<file path="config.mk">
export PLATFORM = sky130hd
export DESIGN_NAME = mem_access_top
export DESIGN_NICKNAME = d
export VERILOG_FILES = /design/src/design/lsu_bus_pkg.sv /design/src/design/mips_isa_pkg.sv /design/src/design/lsu_access_if.sv /design/src/design/mem_access_top.sv /design/src/design/lsu_sequencer.sv /design/src/design/load_align.sv /design/src/design/lsu_req_decode.sv
export SDC_FILE = /design/constraint.sdc
export NUM_CORES = 1
export LEC_CHECK = 0
export ABC_AREA = 1
export ABC_CLOCK_PERIOD_IN_PS = 17900
export BUFFER_PORTS_ARGS = -buffer_cell sky130_fd_sc_hd__buf_2
export CAP_MARGIN = 10
export CELL_PAD_IN_SITES_DETAIL_PLACEMENT = 1
export CELL_PAD_IN_SITES_GLOBAL_PLACEMENT = 1
export CORE_MARGIN = 4
export CORE_UTILIZATION = 42
export CTS_CLUSTER_SIZE = 10
export DETAILED_ROUTE_END_ITERATION = 12
export GPL_ROUTABILITY_DRIVEN = 0
export PLACE_DENSITY_LB_ADDON = 0.1
export SYNTH_ARGS = -nofsm -noshare
export SYNTH_HDL_FRONTEND = slang
export SYNTH_SLANG_ARGS = --single-unit
</file>
<file path="constraint.sdc">
create_clock -name clk -period 17.9 [get_ports clk]
set_input_delay 4.475 -clock clk [delete_from_list [all_inputs] [get_ports clk]]
set_output_delay 4.475 -clock clk [all_outputs]
set_load 0.02 [all_outputs]
</file>
<file path="src/design/lsu_bus_pkg.sv">
/*
 * Data bus definitions for the load/store unit.
 * Bus widths, sequencer states and the big-endian data word views.
 */
`default_nettype none

package lsu_bus_pkg;

    localparam int unsigned adr_w = 32;
    localparam int unsigned dat_w = 32;
    localparam int unsigned sel_w = dat_w / 8; // one select per byte

    localparam logic [1:0] st_idle = 2'd0;
    localparam logic [1:0] st_bus  = 2'd1; // wishbone cycle open
    localparam logic [1:0] st_rsp  = 2'd2;

    typedef union packed {
        logic [dat_w-1:0]            word;
        logic [0:sel_w-1][7:0]       bytes;  // bytes[0] is bits 31:24
        logic [0:1][dat_w/2-1:0]     halves; // halves[0] is bits 31:16
    } mem_word_u;

endpackage

`default_nettype wire

</file>
<file path="src/design/mips_isa_pkg.sv">
/*
 * MIPS ISA definitions for the load/store unit.
 * Register word width and the memory operation codes.
 */
`default_nettype none

package mips_isa_pkg;

    localparam int unsigned word_w = 32; // gpr width

    // memory operations as seen by the load/store unit
    typedef enum logic [3:0] {
        op_lb  = 4'd0,
        op_lbu = 4'd1,
        op_lh  = 4'd2,
        op_lhu = 4'd3,
        op_lw  = 4'd4,
        op_lwl = 4'd5,
        op_lwr = 4'd6,
        op_sb  = 4'd7,
        op_sh  = 4'd8,
        op_sw  = 4'd9,
        op_swl = 4'd10,
        op_swr = 4'd11,
        op_ll  = 4'd12,
        op_sc  = 4'd13  // 14 and 15 are illegal
    } lsu_op_e;

endpackage

`default_nettype wire
</file>
<file path="src/design/lsu_access_if.sv">
/*
 * Decoded access bundle.
 * Carries one bus access from the request decoder to the sequencer.
 */
`timescale 1ns/1ps
`default_nettype none

interface lsu_access_if;

    logic [lsu_bus_pkg::adr_w-1:0] adr; // word aligned
    logic [lsu_bus_pkg::sel_w-1:0] sel;
    logic [lsu_bus_pkg::dat_w-1:0] dat;
    logic                          we;
    logic                          needs_bus;
    logic                          err;
    logic                          ll_set;
    logic                          sc;

    modport dec (
        output adr, sel, dat, we, needs_bus, err, ll_set, sc
    );

    modport seq (
        input adr, sel, dat, we, needs_bus, err, ll_set, sc
    );

endinterface

`default_nettype wire

</file>
<file path="src/design/mem_access_top.sv">
/*
 * Load/store unit top level.
 * Decoder, sequencer and load aligner behind plain request and Wishbone ports.
 */
`timescale 1ns/1ps
`default_nettype none

module mem_access_top (
    input  wire logic                                clk,
    input  wire logic                                arst_n_i,
    input  wire logic                                req_valid_i,
    input  wire mips_isa_pkg::lsu_op_e               req_op_i,
    input  wire logic [lsu_bus_pkg::adr_w-1:0]       req_addr_i,
    input  wire logic [mips_isa_pkg::word_w-1:0]     req_reg2_i,
    output logic                                     req_ready_o,
    output logic                                     rsp_valid_o,
    output logic [mips_isa_pkg::word_w-1:0]          rsp_data_o,
    output logic                                     rsp_err_o,
    output logic                                     wb_cyc_o,
    output logic                                     wb_stb_o,
    output logic                                     wb_we_o,
    output logic [lsu_bus_pkg::adr_w-1:0]            wb_adr_o,
    output logic [lsu_bus_pkg::sel_w-1:0]            wb_sel_o,
    output logic [lsu_bus_pkg::dat_w-1:0]            wb_dat_o,
    input  wire logic [lsu_bus_pkg::dat_w-1:0]       wb_dat_i,
    input  wire logic                                wb_ack_i
);

    mips_isa_pkg::lsu_op_e              held_op;
    logic [1:0]                         held_offset;
    logic [mips_isa_pkg::word_w-1:0]    held_reg2;
    logic [lsu_bus_pkg::dat_w-1:0]      held_word;
    logic [mips_isa_pkg::word_w-1:0]    load_data;

    lsu_access_if acc_if ();

    lsu_req_decode lsu_req_decode_inst (
        .op_i   (req_op_i),
        .addr_i (req_addr_i),
        .reg2_i (req_reg2_i),
        .acc    (acc_if.dec)
    );

    lsu_sequencer lsu_sequencer_inst (
        .clk         (clk),
        .arst_n_i    (arst_n_i),
        .req_valid_i (req_valid_i),
        .req_ready_o (req_ready_o),
        .op_i        (req_op_i),
        .addr_i      (req_addr_i),
        .reg2_i      (req_reg2_i),
        .acc         (acc_if.seq),
        .wb_cyc_o    (wb_cyc_o),
        .wb_stb_o    (wb_stb_o),
        .wb_we_o     (wb_we_o),
        .wb_adr_o    (wb_adr_o),
        .wb_sel_o    (wb_sel_o),
        .wb_dat_o    (wb_dat_o),
        .wb_dat_i    (wb_dat_i),
        .wb_ack_i    (wb_ack_i),
        .load_data_i (load_data),
        .rsp_valid_o (rsp_valid_o),
        .rsp_data_o  (rsp_data_o),
        .rsp_err_o   (rsp_err_o),
        .op_o        (held_op),
        .offset_o    (held_offset),
        .reg2_o      (held_reg2),
        .word_o      (held_word)
    );

    load_align load_align_inst (
        .op_i     (held_op),
        .offset_i (held_offset),
        .word_i   (held_word),
        .reg2_i   (held_reg2),
        .data_o   (load_data)
    );

endmodule

`default_nettype wire

</file>
<file path="src/design/lsu_sequencer.sv">
/*
 * Load/store sequencer.
 * Accepts requests, runs one Wishbone classic cycle, holds the link bit
 * and presents the response.
 */
`timescale 1ns/1ps
`default_nettype none

module lsu_sequencer (
    input  wire logic                                clk,
    input  wire logic                                arst_n_i,
    input  wire logic                                req_valid_i,
    output logic                                     req_ready_o,
    input  wire mips_isa_pkg::lsu_op_e               op_i,
    input  wire logic [lsu_bus_pkg::adr_w-1:0]       addr_i,
    input  wire logic [mips_isa_pkg::word_w-1:0]     reg2_i,
    lsu_access_if.seq                                acc,
    output logic                                     wb_cyc_o,
    output logic                                     wb_stb_o,
    output logic                                     wb_we_o,
    output logic [lsu_bus_pkg::adr_w-1:0]            wb_adr_o,
    output logic [lsu_bus_pkg::sel_w-1:0]            wb_sel_o,
    output logic [lsu_bus_pkg::dat_w-1:0]            wb_dat_o,
    input  wire logic [lsu_bus_pkg::dat_w-1:0]       wb_dat_i,
    input  wire logic                                wb_ack_i,
    input  wire logic [mips_isa_pkg::word_w-1:0]     load_data_i,
    output logic                                     rsp_valid_o,
    output logic [mips_isa_pkg::word_w-1:0]          rsp_data_o,
    output logic                                     rsp_err_o,
    output mips_isa_pkg::lsu_op_e                    op_o,
    output logic [1:0]                               offset_o,
    output logic [mips_isa_pkg::word_w-1:0]          reg2_o,
    output logic [lsu_bus_pkg::dat_w-1:0]            word_o
);

    logic [1:0]                         state_q;
    logic                               accept;
    logic                               go_bus;
    logic                               ack;
    logic [lsu_bus_pkg::adr_w-1:0]      adr_q;
    logic [lsu_bus_pkg::sel_w-1:0]      sel_q;
    logic [lsu_bus_pkg::dat_w-1:0]      dat_q;
    logic                               we_q;
    logic                               err_q;
    logic                               ll_set_q;
    logic                               sc_ok_q;
    logic                               link_q;

    assign req_ready_o = (state_q == lsu_bus_pkg::st_idle) || (state_q == lsu_bus_pkg::st_rsp);
    assign accept      = req_valid_i & req_ready_o;
    assign go_bus      = acc.needs_bus & (~acc.sc | link_q); // failed sc skips the bus
    assign ack         = (state_q == lsu_bus_pkg::st_bus) & wb_ack_i;

    always_ff @(posedge clk or negedge arst_n_i) begin
        if (!arst_n_i) begin
            state_q <= lsu_bus_pkg::st_idle;
        end else if (state_q == lsu_bus_pkg::st_bus) begin
            if (wb_ack_i) begin
                state_q <= lsu_bus_pkg::st_rsp;
            end
        end else if (accept) begin
            state_q <= go_bus ? lsu_bus_pkg::st_bus : lsu_bus_pkg::st_rsp;
        end else begin
            state_q <= lsu_bus_pkg::st_idle;
        end
    end

    always_ff @(posedge clk or negedge arst_n_i) begin
        if (!arst_n_i) begin
            we_q     <= 1'b0;
            err_q    <= 1'b0;
            ll_set_q <= 1'b0;
            sc_ok_q  <= 1'b0;
        end else if (accept) begin
            we_q     <= acc.we;
            err_q    <= acc.err;
            ll_set_q <= acc.ll_set;
            sc_ok_q  <= acc.sc & link_q;
        end
    end

    // link bit changes only when the bus cycle completes
    always_ff @(posedge clk or negedge arst_n_i) begin
        if (!arst_n_i) begin
            link_q <= 1'b0;
        end else if (ack) begin
            if (ll_set_q) begin
                link_q <= 1'b1;
            end else if (sc_ok_q) begin
                link_q <= 1'b0;
            end
        end
    end

    always_ff @(posedge clk) begin
        if (accept) begin
            adr_q    <= acc.adr;
            sel_q    <= acc.sel;
            dat_q    <= acc.dat;
            op_o     <= op_i;
            offset_o <= addr_i[1:0];
            reg2_o   <= reg2_i;
        end
        if (ack) begin
            word_o <= wb_dat_i; // read data for the aligner
        end
    end

    assign wb_cyc_o = (state_q == lsu_bus_pkg::st_bus);
    assign wb_stb_o = wb_cyc_o;
    assign wb_we_o  = wb_cyc_o & we_q;
    assign wb_adr_o = adr_q;
    assign wb_sel_o = sel_q;
    assign wb_dat_o = dat_q;

    assign rsp_valid_o = (state_q == lsu_bus_pkg::st_rsp);
    assign rsp_err_o   = rsp_valid_o & err_q;

    always_comb begin
        if (err_q) begin
            rsp_data_o = '0;
        end else if (op_o == mips_isa_pkg::op_sc) begin
            rsp_data_o = {{(mips_isa_pkg::word_w-1){1'b0}}, sc_ok_q};
        end else if (we_q) begin
            rsp_data_o = '0; // plain stores
        end else begin
            rsp_data_o = load_data_i;
        end
    end

endmodule

`default_nettype wire

</file>
<file path="src/design/load_align.sv">
/*
 * Load data aligner.
 * Extracts, extends or merges the loaded word into the write-back value.
 */
`timescale 1ns/1ps
`default_nettype none

module load_align (
    input  wire mips_isa_pkg::lsu_op_e             op_i,
    input  wire logic [1:0]                        offset_i,
    input  wire logic [lsu_bus_pkg::dat_w-1:0]     word_i,
    input  wire logic [mips_isa_pkg::word_w-1:0]   reg2_i,
    output logic [mips_isa_pkg::word_w-1:0]        data_o
);

    lsu_bus_pkg::mem_word_u             wd;
    logic [7:0]                         b;
    logic [15:0]                        h;
    logic [4:0]                         lsh;
    logic [4:0]                         rsh;
    logic [mips_isa_pkg::word_w-1:0]    keep_lo;
    logic [mips_isa_pkg::word_w-1:0]    keep_hi;

    assign wd      = word_i;
    assign b       = wd.bytes[offset_i];
    assign h       = wd.halves[offset_i[1]];
    assign lsh     = {offset_i, 3'b000};  // 8n
    assign rsh     = {~offset_i, 3'b000}; // 8(3-n)
    assign keep_lo = ~({(mips_isa_pkg::word_w){1'b1}} << lsh); // low rt bytes
    assign keep_hi = ~({(mips_isa_pkg::word_w){1'b1}} >> rsh); // high rt bytes

    always_comb begin
        case (op_i)
            mips_isa_pkg::op_lb:  data_o = {{24{b[7]}}, b};
            mips_isa_pkg::op_lbu: data_o = {24'b0, b};
            mips_isa_pkg::op_lh:  data_o = {{16{h[15]}}, h};
            mips_isa_pkg::op_lhu: data_o = {16'b0, h};
            mips_isa_pkg::op_lw, mips_isa_pkg::op_ll: begin
                data_o = wd.word;
            end
            mips_isa_pkg::op_lwl: begin
                data_o = (wd.word << lsh) | (reg2_i & keep_lo);
            end
            mips_isa_pkg::op_lwr: begin
                data_o = (wd.word >> rsh) | (reg2_i & keep_hi);
            end
            default: data_o = '0;
        endcase
    end

endmodule

`default_nettype wire

</file>
<file path="src/design/lsu_req_decode.sv">
/*
 * Load/store request decoder.
 * Maps operation, address and rt to byte selects, store data and link effect.
 */
`timescale 1ns/1ps
`default_nettype none

module lsu_req_decode (
    input  wire mips_isa_pkg::lsu_op_e                 op_i,
    input  wire logic [lsu_bus_pkg::adr_w-1:0]         addr_i,
    input  wire logic [mips_isa_pkg::word_w-1:0]       reg2_i,
    lsu_access_if.dec                                  acc
);

    logic [1:0]                    n;
    logic [lsu_bus_pkg::sel_w-1:0] sel;
    logic [lsu_bus_pkg::dat_w-1:0] dat;
    logic                          we;
    logic                          needs_bus;
    logic                          err;
    logic                          ll_set;
    logic                          sc;
    logic [lsu_bus_pkg::sel_w-1:0] half_sel;
    logic [4:0]                    lsh;
    logic [4:0]                    rsh;

    assign n        = addr_i[1:0];
    assign half_sel = n[1] ? 4'b0011 : 4'b1100;
    assign lsh      = {n, 3'b000};  // 8n
    assign rsh      = {~n, 3'b000}; // 8(3-n)

    always_comb begin
        sel       = '0;
        dat       = '0;
        we        = 1'b0;
        needs_bus = 1'b1;
        err       = 1'b0;
        ll_set    = 1'b0;
        sc        = 1'b0;
        case (op_i)
            mips_isa_pkg::op_lb, mips_isa_pkg::op_lbu: begin
                sel = 4'b1000 >> n;
            end
            mips_isa_pkg::op_sb: begin
                sel = 4'b1000 >> n;
                dat = {4{reg2_i[7:0]}};
                we  = 1'b1;
            end
            mips_isa_pkg::op_lh, mips_isa_pkg::op_lhu: begin
                if (n[0]) begin
                    needs_bus = 1'b0; // odd halfword
                    err       = 1'b1;
                end else begin
                    sel = half_sel;
                end
            end
            mips_isa_pkg::op_sh: begin
                if (n[0]) begin
                    needs_bus = 1'b0;
                    err       = 1'b1;
                end else begin
                    sel = half_sel;
                    dat = {2{reg2_i[15:0]}};
                    we  = 1'b1;
                end
            end
            mips_isa_pkg::op_lw, mips_isa_pkg::op_lwl, mips_isa_pkg::op_lwr: begin
                sel = 4'b1111; // merge happens on the way back
            end
            mips_isa_pkg::op_ll: begin
                sel    = 4'b1111;
                ll_set = 1'b1;
            end
            mips_isa_pkg::op_sw: begin
                sel = 4'b1111;
                dat = reg2_i;
                we  = 1'b1;
            end
            mips_isa_pkg::op_sc: begin
                sel = 4'b1111;
                dat = reg2_i;
                we  = 1'b1;
                sc  = 1'b1; // sequencer checks the link bit
            end
            mips_isa_pkg::op_swl: begin
                sel = 4'b1111 >> n;
                dat = reg2_i >> lsh;
                we  = 1'b1;
            end
            mips_isa_pkg::op_swr: begin
                sel = 4'b1111 << ~n;
                dat = reg2_i << rsh;
                we  = 1'b1;
            end
            default: begin
                needs_bus = 1'b0; // unknown code
                err       = 1'b1;
            end
        endcase
    end

    assign acc.adr       = {addr_i[lsu_bus_pkg::adr_w-1:2], 2'b00};
    assign acc.sel       = sel;
    assign acc.dat       = dat;
    assign acc.we        = we;
    assign acc.needs_bus = needs_bus;
    assign acc.err       = err;
    assign acc.ll_set    = ll_set;
    assign acc.sc        = sc;

endmodule

`default_nettype wire

</file>
==> impl_metrics.yaml, run 1 <==
outcome:
  status: "finished clean"
clock_network:
  clockBufferDepth: 2
  htree_levels: 4
  cts.sinks: 143
  clkTransAtPathRegs_ns: 0.07
  holdBufCountCts: 0
  clock_latency_ns: 0.44
  cts_tree: "built"
  root_buffer: "clkbuf_16"
  cts_setup_buffers: 0
  cts_resized: 0
  cts_buffers: 17
power:
  peakVddDrop_v: 0.00006076
  p_per_area_nw_per_um2: 98.29
  p_total_w: 0.001001
  p_leak_nw: 4.681
floorplanning:
  start_util: 0.4288
  rows: 51
  io_pins: 210
  die_w_um: 149.4
  die_y_um: 149.4
  die_area_um2: 22330
  core_area_um2: 19590
setup_path:
  rrSetupSlack_ns: 15.49
  path_class: "flip-flop to output port"
  critPathMostFrequentCell: "nor2_1"
  rr_startpoint: "lsu_sequencer_inst.state_q[0]"
  crit_path_max_fanout: 73
  arrival_ns: 3.34
  cp_cell_sequence: "buf_4 -> inv_2 -> nand3_1 -> nand3_2 -> o21ai_2 -> nor2_1 -> nor2_1 -> buf_2"
  worst_path_max_delay_cell: "buf_4"
  cp-start-kind: "flip-flop"
  crit_path_end_kind: "output port"
  r2r-end: "lsu_sequencer_inst.sc_ok_q"
  rr_worst_depth: 5
  cp.required_ns: 13.43
  slowest_delay_ns: 0.59
sta:
  period_needed_ns: 7.816
  rsz0062_at_grt: "no"
  max-slew-margin-rel: 0.2237
  fin_skew_ns: 0.01427
  worst_pin_slew_ns: 1.163
  slew_violations: 0
  finalCritPeriodShare: 0.4366
  finalSetupViolCount: 0
  finalHoldViolCount: 0
  max_clock_freq_mhz: 127.9
  tns_ns: 0
grt:
  grt_first_pass_wirelength_mm: 45.68
  grt_pass1_vias: 8433
  gr-total-overflow: 0
  gr-usage-all-layers: 0.2610
  antenna_found_initial: 1
  grt_max_degree: 74
yosys:
  synthTopCellsByArea: "edfxtp_1 49%, nand2_1 15%, nand3_1 9.4%"
  synth_cell_types: 35
  yosysSeqAreaShare: 0.5070
  ys_ff_latch: 143
  synthArstFlopShare: 0.04895
  synth.largest_area_cell: "edfxtp_1"
  synth_edf_count: 136
  syn_area_um2: 8401
  syn_inst: 1082
  yosysWarnings: 0
  synth_flop_cell: "edfxtp_1"
  synth_top_area_share: 0.4861
  synth.avg_cell_area_um2: 7.764
hold_path:
  hp-class: "flip-flop to flip-flop"
  min_path_cells: 2
  hold-path-endpoint: "lsu_sequencer_inst.ll_set_q"
  holdCritStartpoint: "lsu_sequencer_inst.ll_set_q"
route:
  antenna_left: 0
  drc: 0
  vias_per_cell: 5.354
  post_drt_wl_per_cell_um: 18.53
  drt_iter0_drc: 645
  vias: 8266
  wl_mm: 28.61
  first_pass_iters: 5
job:
  cap_viol_max_count: 0
placement:
  port_buffers: 207
  place_hpwl_mm: 20.49
final_layout:
  final_common_cell: "nand2_1"
  fill_cells: 2527
  fin_nets: 1370
  antenna_cells: 0
  area_growth_pct: 21.27
  layout_common_cells: "333 x nand2_1, 207 x buf_2, 166 x nor2_1"
  final_layout_size_suffix_gt1_frac: 0.2306
## Yosys cell counts, drive strengths merged, types with 4 or more instances
| master | instances |
|---|---|
| o211ai | 4 |
| edfxtp | 136 |
| o21ai | 66 |
| or2 | 16 |
| nand3b | 7 |
| nand2 | 336 |
| a21oi | 34 |
| dfrtp | 7 |
| clkbuf | 16 |
| nand3 | 160 |
| buf | 34 |
| nor3 | 4 |
| inv | 75 |
| nor2 | 175 |
| a22oi | 7 |
## worst max-delay path by stage
stage                                         startpoint                          end  slack (ns)  cells after the start
final                     lsu_sequencer_inst.offset_o[1]               rsp_data_o[26]       10.08                      8
after global routing      lsu_sequencer_inst.offset_o[1]               rsp_data_o[29]        9.79                      8
after CTS                 lsu_sequencer_inst.offset_o[1]               rsp_data_o[26]       10.07                      8
after detailed placement  lsu_sequencer_inst.offset_o[1]               rsp_data_o[26]       10.56                      8
after global placement    lsu_sequencer_inst.offset_o[1]               rsp_data_o[31]       10.64                      8
after floorplan                              req_valid_i  lsu_sequencer_inst.ll_set_q        7.81                      4
## area by class of cell
class | count | area [µm²] | area share
clock buffer | 17 | 425.4 | 0.04176
clock inverter | 15 | 185.2 | 0.01818
inverter | 75 | 281.5 | 0.02763
multi-input combinational | 815 | 3616 | 0.3549
sequential | 143 | 4259 | 0.4181
tap | 265 | 331.6 | 0.03255
timing repair buffer | 214 | 1089 | 0.1069
## power breakdown
group	internal (W)	switching, W
Sequential	0.000410	0.0000198
Clock	0.000201	0.000165
Combinational	0.0000593	0.000147
## flip-flops by register name, summed over array words and instances (netlist names)
| signal | count |
|---|---|
| lsu_sequencer_inst.op_o | 4 |
| lsu_sequencer_inst.we_q | 1 |
| lsu_sequencer_inst.wb_sel_o | 4 |
| lsu_sequencer_inst.wb_adr_o | 30 |
| lsu_sequencer_inst.reg2_o | 32 |
| lsu_sequencer_inst.state_q | 2 |
| lsu_sequencer_inst.word_o | 32 |
| lsu_sequencer_inst.link_q | 1 |
| lsu_sequencer_inst.offset_o | 2 |
| lsu_sequencer_inst.sc_ok_q | 1 |
| lsu_sequencer_inst.wb_dat_o | 32 |
| lsu_sequencer_inst.ll_set_q | 1 |
| lsu_sequencer_inst.err_q | 1 |
## metal layers
layer	up-vias	track usage	wire length, µm
met2	278	0.4143	13300
met5	-	0	13
li1	3958	-	-
met3	33	0.06420	1793
met4	2	0.05950	358
met1	3995	0.3646	13150
## critical path, delay by kind of cell, from the launching register on
kind                   cells  cell delay [ns]
buffers and inverters      3             1.31
DFF                        1             0.34
AOI/OAI and AO/OA          1             0.40
and+or+nand+nor            4             0.82
## logic make-up (layout without fill, tap and decap cells)
kind of cell	after synthesis	after routing	synth area share
AND/OR/NAND/NOR	700	700	0.3548
flip-flops	143	143	0.5070
buffers and inverters	125	321	0.06389
AO/OA/AOI/OAI	113	113	0.07388
other	1	2	0.0004464
## metrics by stage
| stage | cell area (µm²) | utilization | hold slack, ns | setup slack [ns] | std cells |
|---|---|---|---|---|---|
| CTS | 10190 | 0.5200 | 0.5264 | 10.07 | 1544 |
| floorplan | 8404 | - | 0.4494 | 7.811 | 1083 |
| global route | 10190 | 0.5200 | 0.5610 | 9.785 | 1544 |
| detailed placement | 9577 | 0.4889 | 0.5109 | 10.56 | 1512 |
| global placement | 9577 | 0.4889 | 0.4647 | 10.64 | 1512 |
| finish | 10190 | 0.5200 | 0.5300 | 10.08 | 1544 |
(Power assumes the default switching activity.)
==> run 2: changes to the inputs <==
--- a/config.mk
+++ b/config.mk
@@ -6,13 +6,13 @@
 export NUM_CORES = 1
 export LEC_CHECK = 0
 export ABC_AREA = 1
-export ABC_CLOCK_PERIOD_IN_PS = 17900
+export ABC_CLOCK_PERIOD_IN_PS = 6700
 export BUFFER_PORTS_ARGS = -buffer_cell sky130_fd_sc_hd__buf_2
 export CAP_MARGIN = 10
 export CELL_PAD_IN_SITES_DETAIL_PLACEMENT = 1
 export CELL_PAD_IN_SITES_GLOBAL_PLACEMENT = 1
 export CORE_MARGIN = 4
-export CORE_UTILIZATION = 42
+export CORE_UTILIZATION = 35
 export CTS_CLUSTER_SIZE = 10
 export DETAILED_ROUTE_END_ITERATION = 12
 export GPL_ROUTABILITY_DRIVEN = 0
==> constraint.sdc (replaced) <==
create_clock -name clk -period 6.7 [get_ports clk]
set_input_delay 1.675 -clock clk [delete_from_list [all_inputs] [get_ports clk]]
set_output_delay 1.675 -clock clk [all_outputs]
set_load 0.02 [all_outputs]
==> run 2 against run 1 <==
  * Hold slack lost 0.045 ns
  * Final cell count grew 3.6%
  * Sequential power grew to 2.7 times the previous value
  * Sequential share of layout area shrank 0.14 points
  * Setup slack lost 8.4 ns
  * Sequential cell count is the same
  * Critical path type unchanged
  * Via count shrank 2.5%
  * Critical endpoint is now rsp_data_o[29]
  * Utilization shrank 8.6 points
  * Power grew to 2.7 times the previous value
  * First-iteration DRC count shrank 20%
  * Clock skew shrank 0.0024 ns
==> impl_metrics.yaml, run 2 (same netlist as run 1, synthesis figures left out) <==
route:
  wl_mm: 29.61
  antenna_left: 0
  post_drt_wl_per_cell_um: 18.51
  vias: 8061
  dr_wl_met2_mm: 13.61
  drt_iter0_drc: 515
  first_pass_iters: 5
  met3_length_mm: 1.574
  m1WireLength_mm: 13.79
  top_layer_used: "met5"
  vias_per_cell: 5.041
  drc: 0
floorplanning:
  rows: 56
  die_area_um2: 26540
  die_w_um: 162.9
  core_area_um2: 23540
  start_util: 0.3568
  die_y_um: 162.9
  io_pins: 210
power:
  p_per_area_nw_per_um2: 259.8
  p_seq_frac: 0.432
  switching_share: 0.3304
  clock_power_share: 0.362
  p_comb_frac: 0.206
  p_sw_w: 0.0008775
  p_leak_nw: 4.663
  peakVddDrop_v: 0.0001306
  intPower_w: 0.001778
setup_path:
  crit_path_end_kind: "output port"
  path_class: "flip-flop to output port"
  cp.required_ns: 5.03
  rrSetupSlack_ns: 4.28
  cp-start-kind: "flip-flop"
  crit_path_max_fanout: 73
  arrival_ns: 3.38
clock_network:
  cts_tree: "built"
  cts_resized: 0
  holdBufCountCts: 0
  clock_latency_ns: 0.44
  root_buffer: "clkbuf_16"
  cts_setup_buffers: 0
  cts_buffers: 17
  clockBufferDepth: 2
  clkTransAtPathRegs_ns: 0.07
  htree_levels: 4
  cts.sinks: 143
sta:
  finalSetupViolCount: 0
  max_clock_freq_mhz: 198.0
  slew_violations: 0
  worst_pin_slew_ns: 1.149
  tns_ns: 0
  period_needed_ns: 5.051
  finalCritPeriodShare: 0.7539
  finalHoldViolCount: 0
  fin_skew_ns: 0.01192
  max-slew-margin-rel: 0.2329
  rsz0062_at_grt: "no"
placement:
  place_hpwl_mm: 21.13
  port_buffers: 207
  post_dp_cell_area_um2: 9639
final_layout:
  final_layout_size_suffix_gt1_frac: 0.2300
  area_growth_pct: 21.69
  fill_cells: 2977
  layout_common_cells: "333 x nand2_1, 207 x buf_2, 165 x nor2_1"
  fin_nets: 1369
  fin_area_um2: 10220
  final_common_cell: "nand2_1"
grt:
  gr-total-overflow: 0
  gr-usage-all-layers: 0.2273
  grt_max_degree: 74
  grt_pass1_vias: 8405
  grt_first_pass_wirelength_mm: 46.87
  antenna_found_initial: 3
hold_path:
  hp-class: "flip-flop to flip-flop"
job:
  cap_viol_max_count: 0
outcome:
  status: "finished clean"
run 2: cell types whose count changed in the layout (fill, tap and decap cells not counted), moves of 2 or more:
cell      before  now
inv_8          5    3
diode_2        0    2
clkinv_8       3    1
clkinv_2       0    2
run 2: path summary, 6_finish.rpt:
check,from,endpoint,cells past startpoint
max,lsu_sequencer_inst.offset_o[1],rsp_data_o[29],8
min,lsu_sequencer_inst.ll_set_q,lsu_sequencer_inst.link_q,2
max reg2reg,lsu_sequencer_inst.state_q[0],lsu_sequencer_inst.reg2_o[25],3
min reg2reg,lsu_sequencer_inst.ll_set_q,lsu_sequencer_inst.link_q,2
max in group asynchronous,arst_n_i,lsu_sequencer_inst.we_q,1
min in group asynchronous,arst_n_i,lsu_sequencer_inst.err_q,1
run 2: layout make-up:
type / count / area (µm²) / share of cell area
flip-flops and latches: 143 / 4259 / 0.4166
repair buffers: 213 / 1081 / 0.1058
inverters: 75 / 281.5 / 0.02754
clock inverters: 14 / 148.9 / 0.01457
multi-input cells: 815 / 3618 / 0.3540
well taps: 319 / 399.1 / 0.03905
clock buffers: 18 / 429.2 / 0.04198
diodes: 2 / 5.005 / 0.0004896
run 2: metal layers:
layer,up-vias,global-route usage
met3,42,0.05113
met2,233,0.3591
met1,3820,0.3144
met4,2,0.06710
met5,-,0
li1,3964,-
run 2: metrics by stage:
step | total power (W) | util | hold slack, ns | setup slack, ns | instances
final | 0.002656 | 0.4342 | 0.4854 | 1.649 | 1599
after global routing | 0.002798 | 0.4342 | 0.5231 | 1.285 | 1599
after CTS | 0.002686 | 0.4340 | 0.4896 | 1.578 | 1597
after detailed placement | 0.001718 | 0.4094 | 0.4715 | 2.044 | 1565
after global placement | 0.001708 | 0.4094 | 0.4694 | 2.142 | 1565
after floorplan | 0.001516 | - | 0.4494 | 1.452 | 1083
run 2: worst max-delay path, stage by stage (launching register included):
cell	delay [ns]
edfxtp_1	0.33
buf_4	0.60
inv_2	0.54
nand2_1	0.16
nand2_1	0.09
o21ai_2	0.72
nor2_1	0.13
nor2_1	0.14
buf_2	0.18
run 2: power by group through the flow:
| stage | Sequential, W | Clock [W] | Combinational (W) |
|---|---|---|---|
| after global placement | 0.00117 | 0 | 0.000543 |
| after CTS | 0.00115 | 0.000982 | 0.000554 |
| after global routing | 0.00116 | 0.00103 | 0.000613 |
| after floorplan | 0.00120 | 0 | 0.000312 |
| after detailed placement | 0.00117 | 0 | 0.000551 |
| final | 0.00115 | 0.000961 | 0.000547 |
==> run 3: changes to the inputs <==
--- a/config.mk
+++ b/config.mk
@@ -6,13 +6,13 @@
 export NUM_CORES = 1
 export LEC_CHECK = 0
 export ABC_AREA = 1
-export ABC_CLOCK_PERIOD_IN_PS = 6700
+export ABC_CLOCK_PERIOD_IN_PS = 5100
 export BUFFER_PORTS_ARGS = -buffer_cell sky130_fd_sc_hd__buf_2
 export CAP_MARGIN = 10
 export CELL_PAD_IN_SITES_DETAIL_PLACEMENT = 1
 export CELL_PAD_IN_SITES_GLOBAL_PLACEMENT = 1
 export CORE_MARGIN = 4
-export CORE_UTILIZATION = 35
+export CORE_UTILIZATION = 39
 export CTS_CLUSTER_SIZE = 10
 export DETAILED_ROUTE_END_ITERATION = 12
 export GPL_ROUTABILITY_DRIVEN = 0
==> constraint.sdc (replaced) <==
create_clock -name clk -period 5.1 [get_ports clk]
set_input_delay 1.275 -clock clk [delete_from_list [all_inputs] [get_ports clk]]
set_output_delay 1.275 -clock clk [all_outputs]
set_load 0.02 [all_outputs]
==> run 3 against run 2 <==
  * Clock power increased by 48%
  * Critical path depth unchanged
  * Wire length decreased by 4.2%
  * Non-clock buffer count increased by 4
  * Critical endpoint is now rsp_data_o[18]
  * Power increased by 37%
  * First-iteration DRC count increased by 23%
==> impl_metrics.yaml, run 3 (same netlist as run 1, synthesis figures left out) <==
outcome:
  status: "finished clean"
sta:
  max_clock_freq_mhz: 247.0
  finalCritPeriodShare: 0.7939
  slew_violations: 0
  fin_hold_ws_ns: 0.5027
  fin_skew_ns: 0.01159
  period_needed_ns: 4.049
  finalHoldViolCount: 0
  finalSetupViolCount: 0
  tns_ns: 0
  worst_pin_slew_ns: 1.134
  rsz0062_at_grt: "no"
  max-slew-margin-rel: 0.2429
floorplanning:
  start_util: 0.3984
  die_w_um: 154.8
  die_y_um: 154.8
  rows: 53
  io_pins: 210
  core_area_um2: 21090
  die_area_um2: 23950
final_layout:
  final_layout_size_suffix_gt1_frac: 0.2309
  final_cells: 1557
  layout_common_cells: "333 x nand2_1, 207 x buf_2, 166 x nor2_1"
  ff_latch_area_um2: 4259
  fin_area_um2: 10270
  area_growth_pct: 22.27
  multi_input_area_um2: 3616
  fill_cells: 2664
  final_common_cell: "nand2_1"
  antenna_cells: 0
  fin_nets: 1373
clock_network:
  clockBufferDepth: 2
  cts_resized: 0
  clock_latency_ns: 0.43
  cts_buffers: 17
  cts.sinks: 143
  clkTransAtPathRegs_ns: 0.07
  cts_tree: "built"
  holdBufCountCts: 0
  root_buffer: "clkbuf_16"
  htree_levels: 4
  cts_setup_buffers: 0
route:
  wl_mm: 28.35
  drc: 0
  first_pass_iters: 5
  antenna_left: 0
  vias: 7987
  drt_iter0_drc: 634
  post_drt_wl_per_cell_um: 18.21
  vias_per_cell: 5.130
setup_path:
  cp-start-kind: "flip-flop"
  slowest_delay_ns: 0.72
  arrival_ns: 2.77
  worst_path_max_delay_cell: "edfxtp_1"
  crit_path_end_kind: "output port"
  cp_cell_sequence: "buf_4 -> nand2_1 -> nand3_1 -> nand3_2 -> o21ai_2 -> nor2_1 -> nor2_1 -> buf_2"
  critPathMostFrequentCell: "nor2_1"
  cp.required_ns: 3.83
  crit_path_max_fanout: 17
  path_class: "flip-flop to output port"
hold_path:
  hp-class: "flip-flop to flip-flop"
grt:
  antenna_found_initial: 2
  gr-total-overflow: 0
  grtUsageMet2: 0.3679
  grt_max_degree: 53
  gr-usage-all-layers: 0.2365
  busiest_layer: "met2"
  grt_pass1_vias: 8122
  grt_first_pass_wirelength_mm: 45.02
  met3_usage: 0.05288
  met1_usage: 0.3416
power:
  p_per_area_nw_per_um2: 355.2
  peakVddDrop_v: 0.0002565
  p_leak_nw: 4.721
placement:
  port_buffers: 207
  post_dp_cell_area_um2: 9612
  dp.cells: 1525
  place_hpwl_mm: 20.93
job:
  cap_viol_max_count: 0
==> run 3: cell types whose count changed in the layout (fill, tap and decap cells not counted) <==
cell	delta
nor2_2	-1
clkinvlp_4	-1
clkinv_2	-2
clkinv_4	+2
bufinv_16	+4
buf_4	+4
inv_6	-3
clkbuf_1	+1
diode_2	-2
nor2_1	+1
clkinv_8	-1
==> run 3: layout make-up <==
type / count / share of cell area
clock buffers: 19 / 0.04215
clock inverters: 13 / 0.02205
inverters: 75 / 0.02741
multi-input cells: 815 / 0.3521
flip-flops and latches: 143 / 0.4147
well taps: 275 / 0.03350
repair buffers: 217 / 0.1082
==> run 3: critical path: cells and delay by family (launching register included) <==
family | cells | cell delay [ns]
AND/OR/NAND/NOR | 5 | 0.75
buffers and inverters | 2 | 0.47
flip-flops | 1 | 0.72
AO/OA/AOI/OAI | 1 | 0.41
==> run 3: final timing paths <==
| kind | endpoint | depth (start not counted) | startpoint | slack, ns |
|---|---|---|---|---|
| max | rsp_data_o[18] | 8 | lsu_sequencer_inst.offset_o[0] | 1.05 |
| min | lsu_sequencer_inst.ll_set_q | 2 | lsu_sequencer_inst.ll_set_q | 0.50 |
| max reg2reg | lsu_sequencer_inst.word_o[25] | 5 | lsu_sequencer_inst.state_q[0] | 2.96 |
| min reg2reg | lsu_sequencer_inst.ll_set_q | 2 | lsu_sequencer_inst.ll_set_q | 0.50 |
| max in group asynchronous | lsu_sequencer_inst.err_q | 1 | arst_n_i | 4.27 |
| min in group asynchronous | lsu_sequencer_inst.we_q | 1 | arst_n_i | 0.67 |
==> run 3: routing by layer <==
metal	vias to the layer above	wire length (µm)	share of wire
met1	3784	13560	0.48
li1	3956	-	-
met5	-	25	0.00088
met3	31	1573	0.055
met2	212	12850	0.45
met4	4	340	0.012
==> run 3: per-stage QoR <==
step                total power (W)  worst slack [ns]    util
floorplan                  0.001992            0.2520       -
global placement           0.002235             1.518  0.4558
detailed placement         0.002251             1.481  0.4558
CTS                        0.003682             1.033  0.4871
global route               0.003824            0.8271  0.4871
finish                     0.003649             1.051  0.4871
==> run 3: where the power goes <==
part           switching [W]  leakage [nW]  internal, W
Sequential         0.0000736          1.38      0.00144
Clock               0.000539         0.318     0.000884
Combinational       0.000504          3.02     0.000210
Total                0.00112          4.72      0.00253
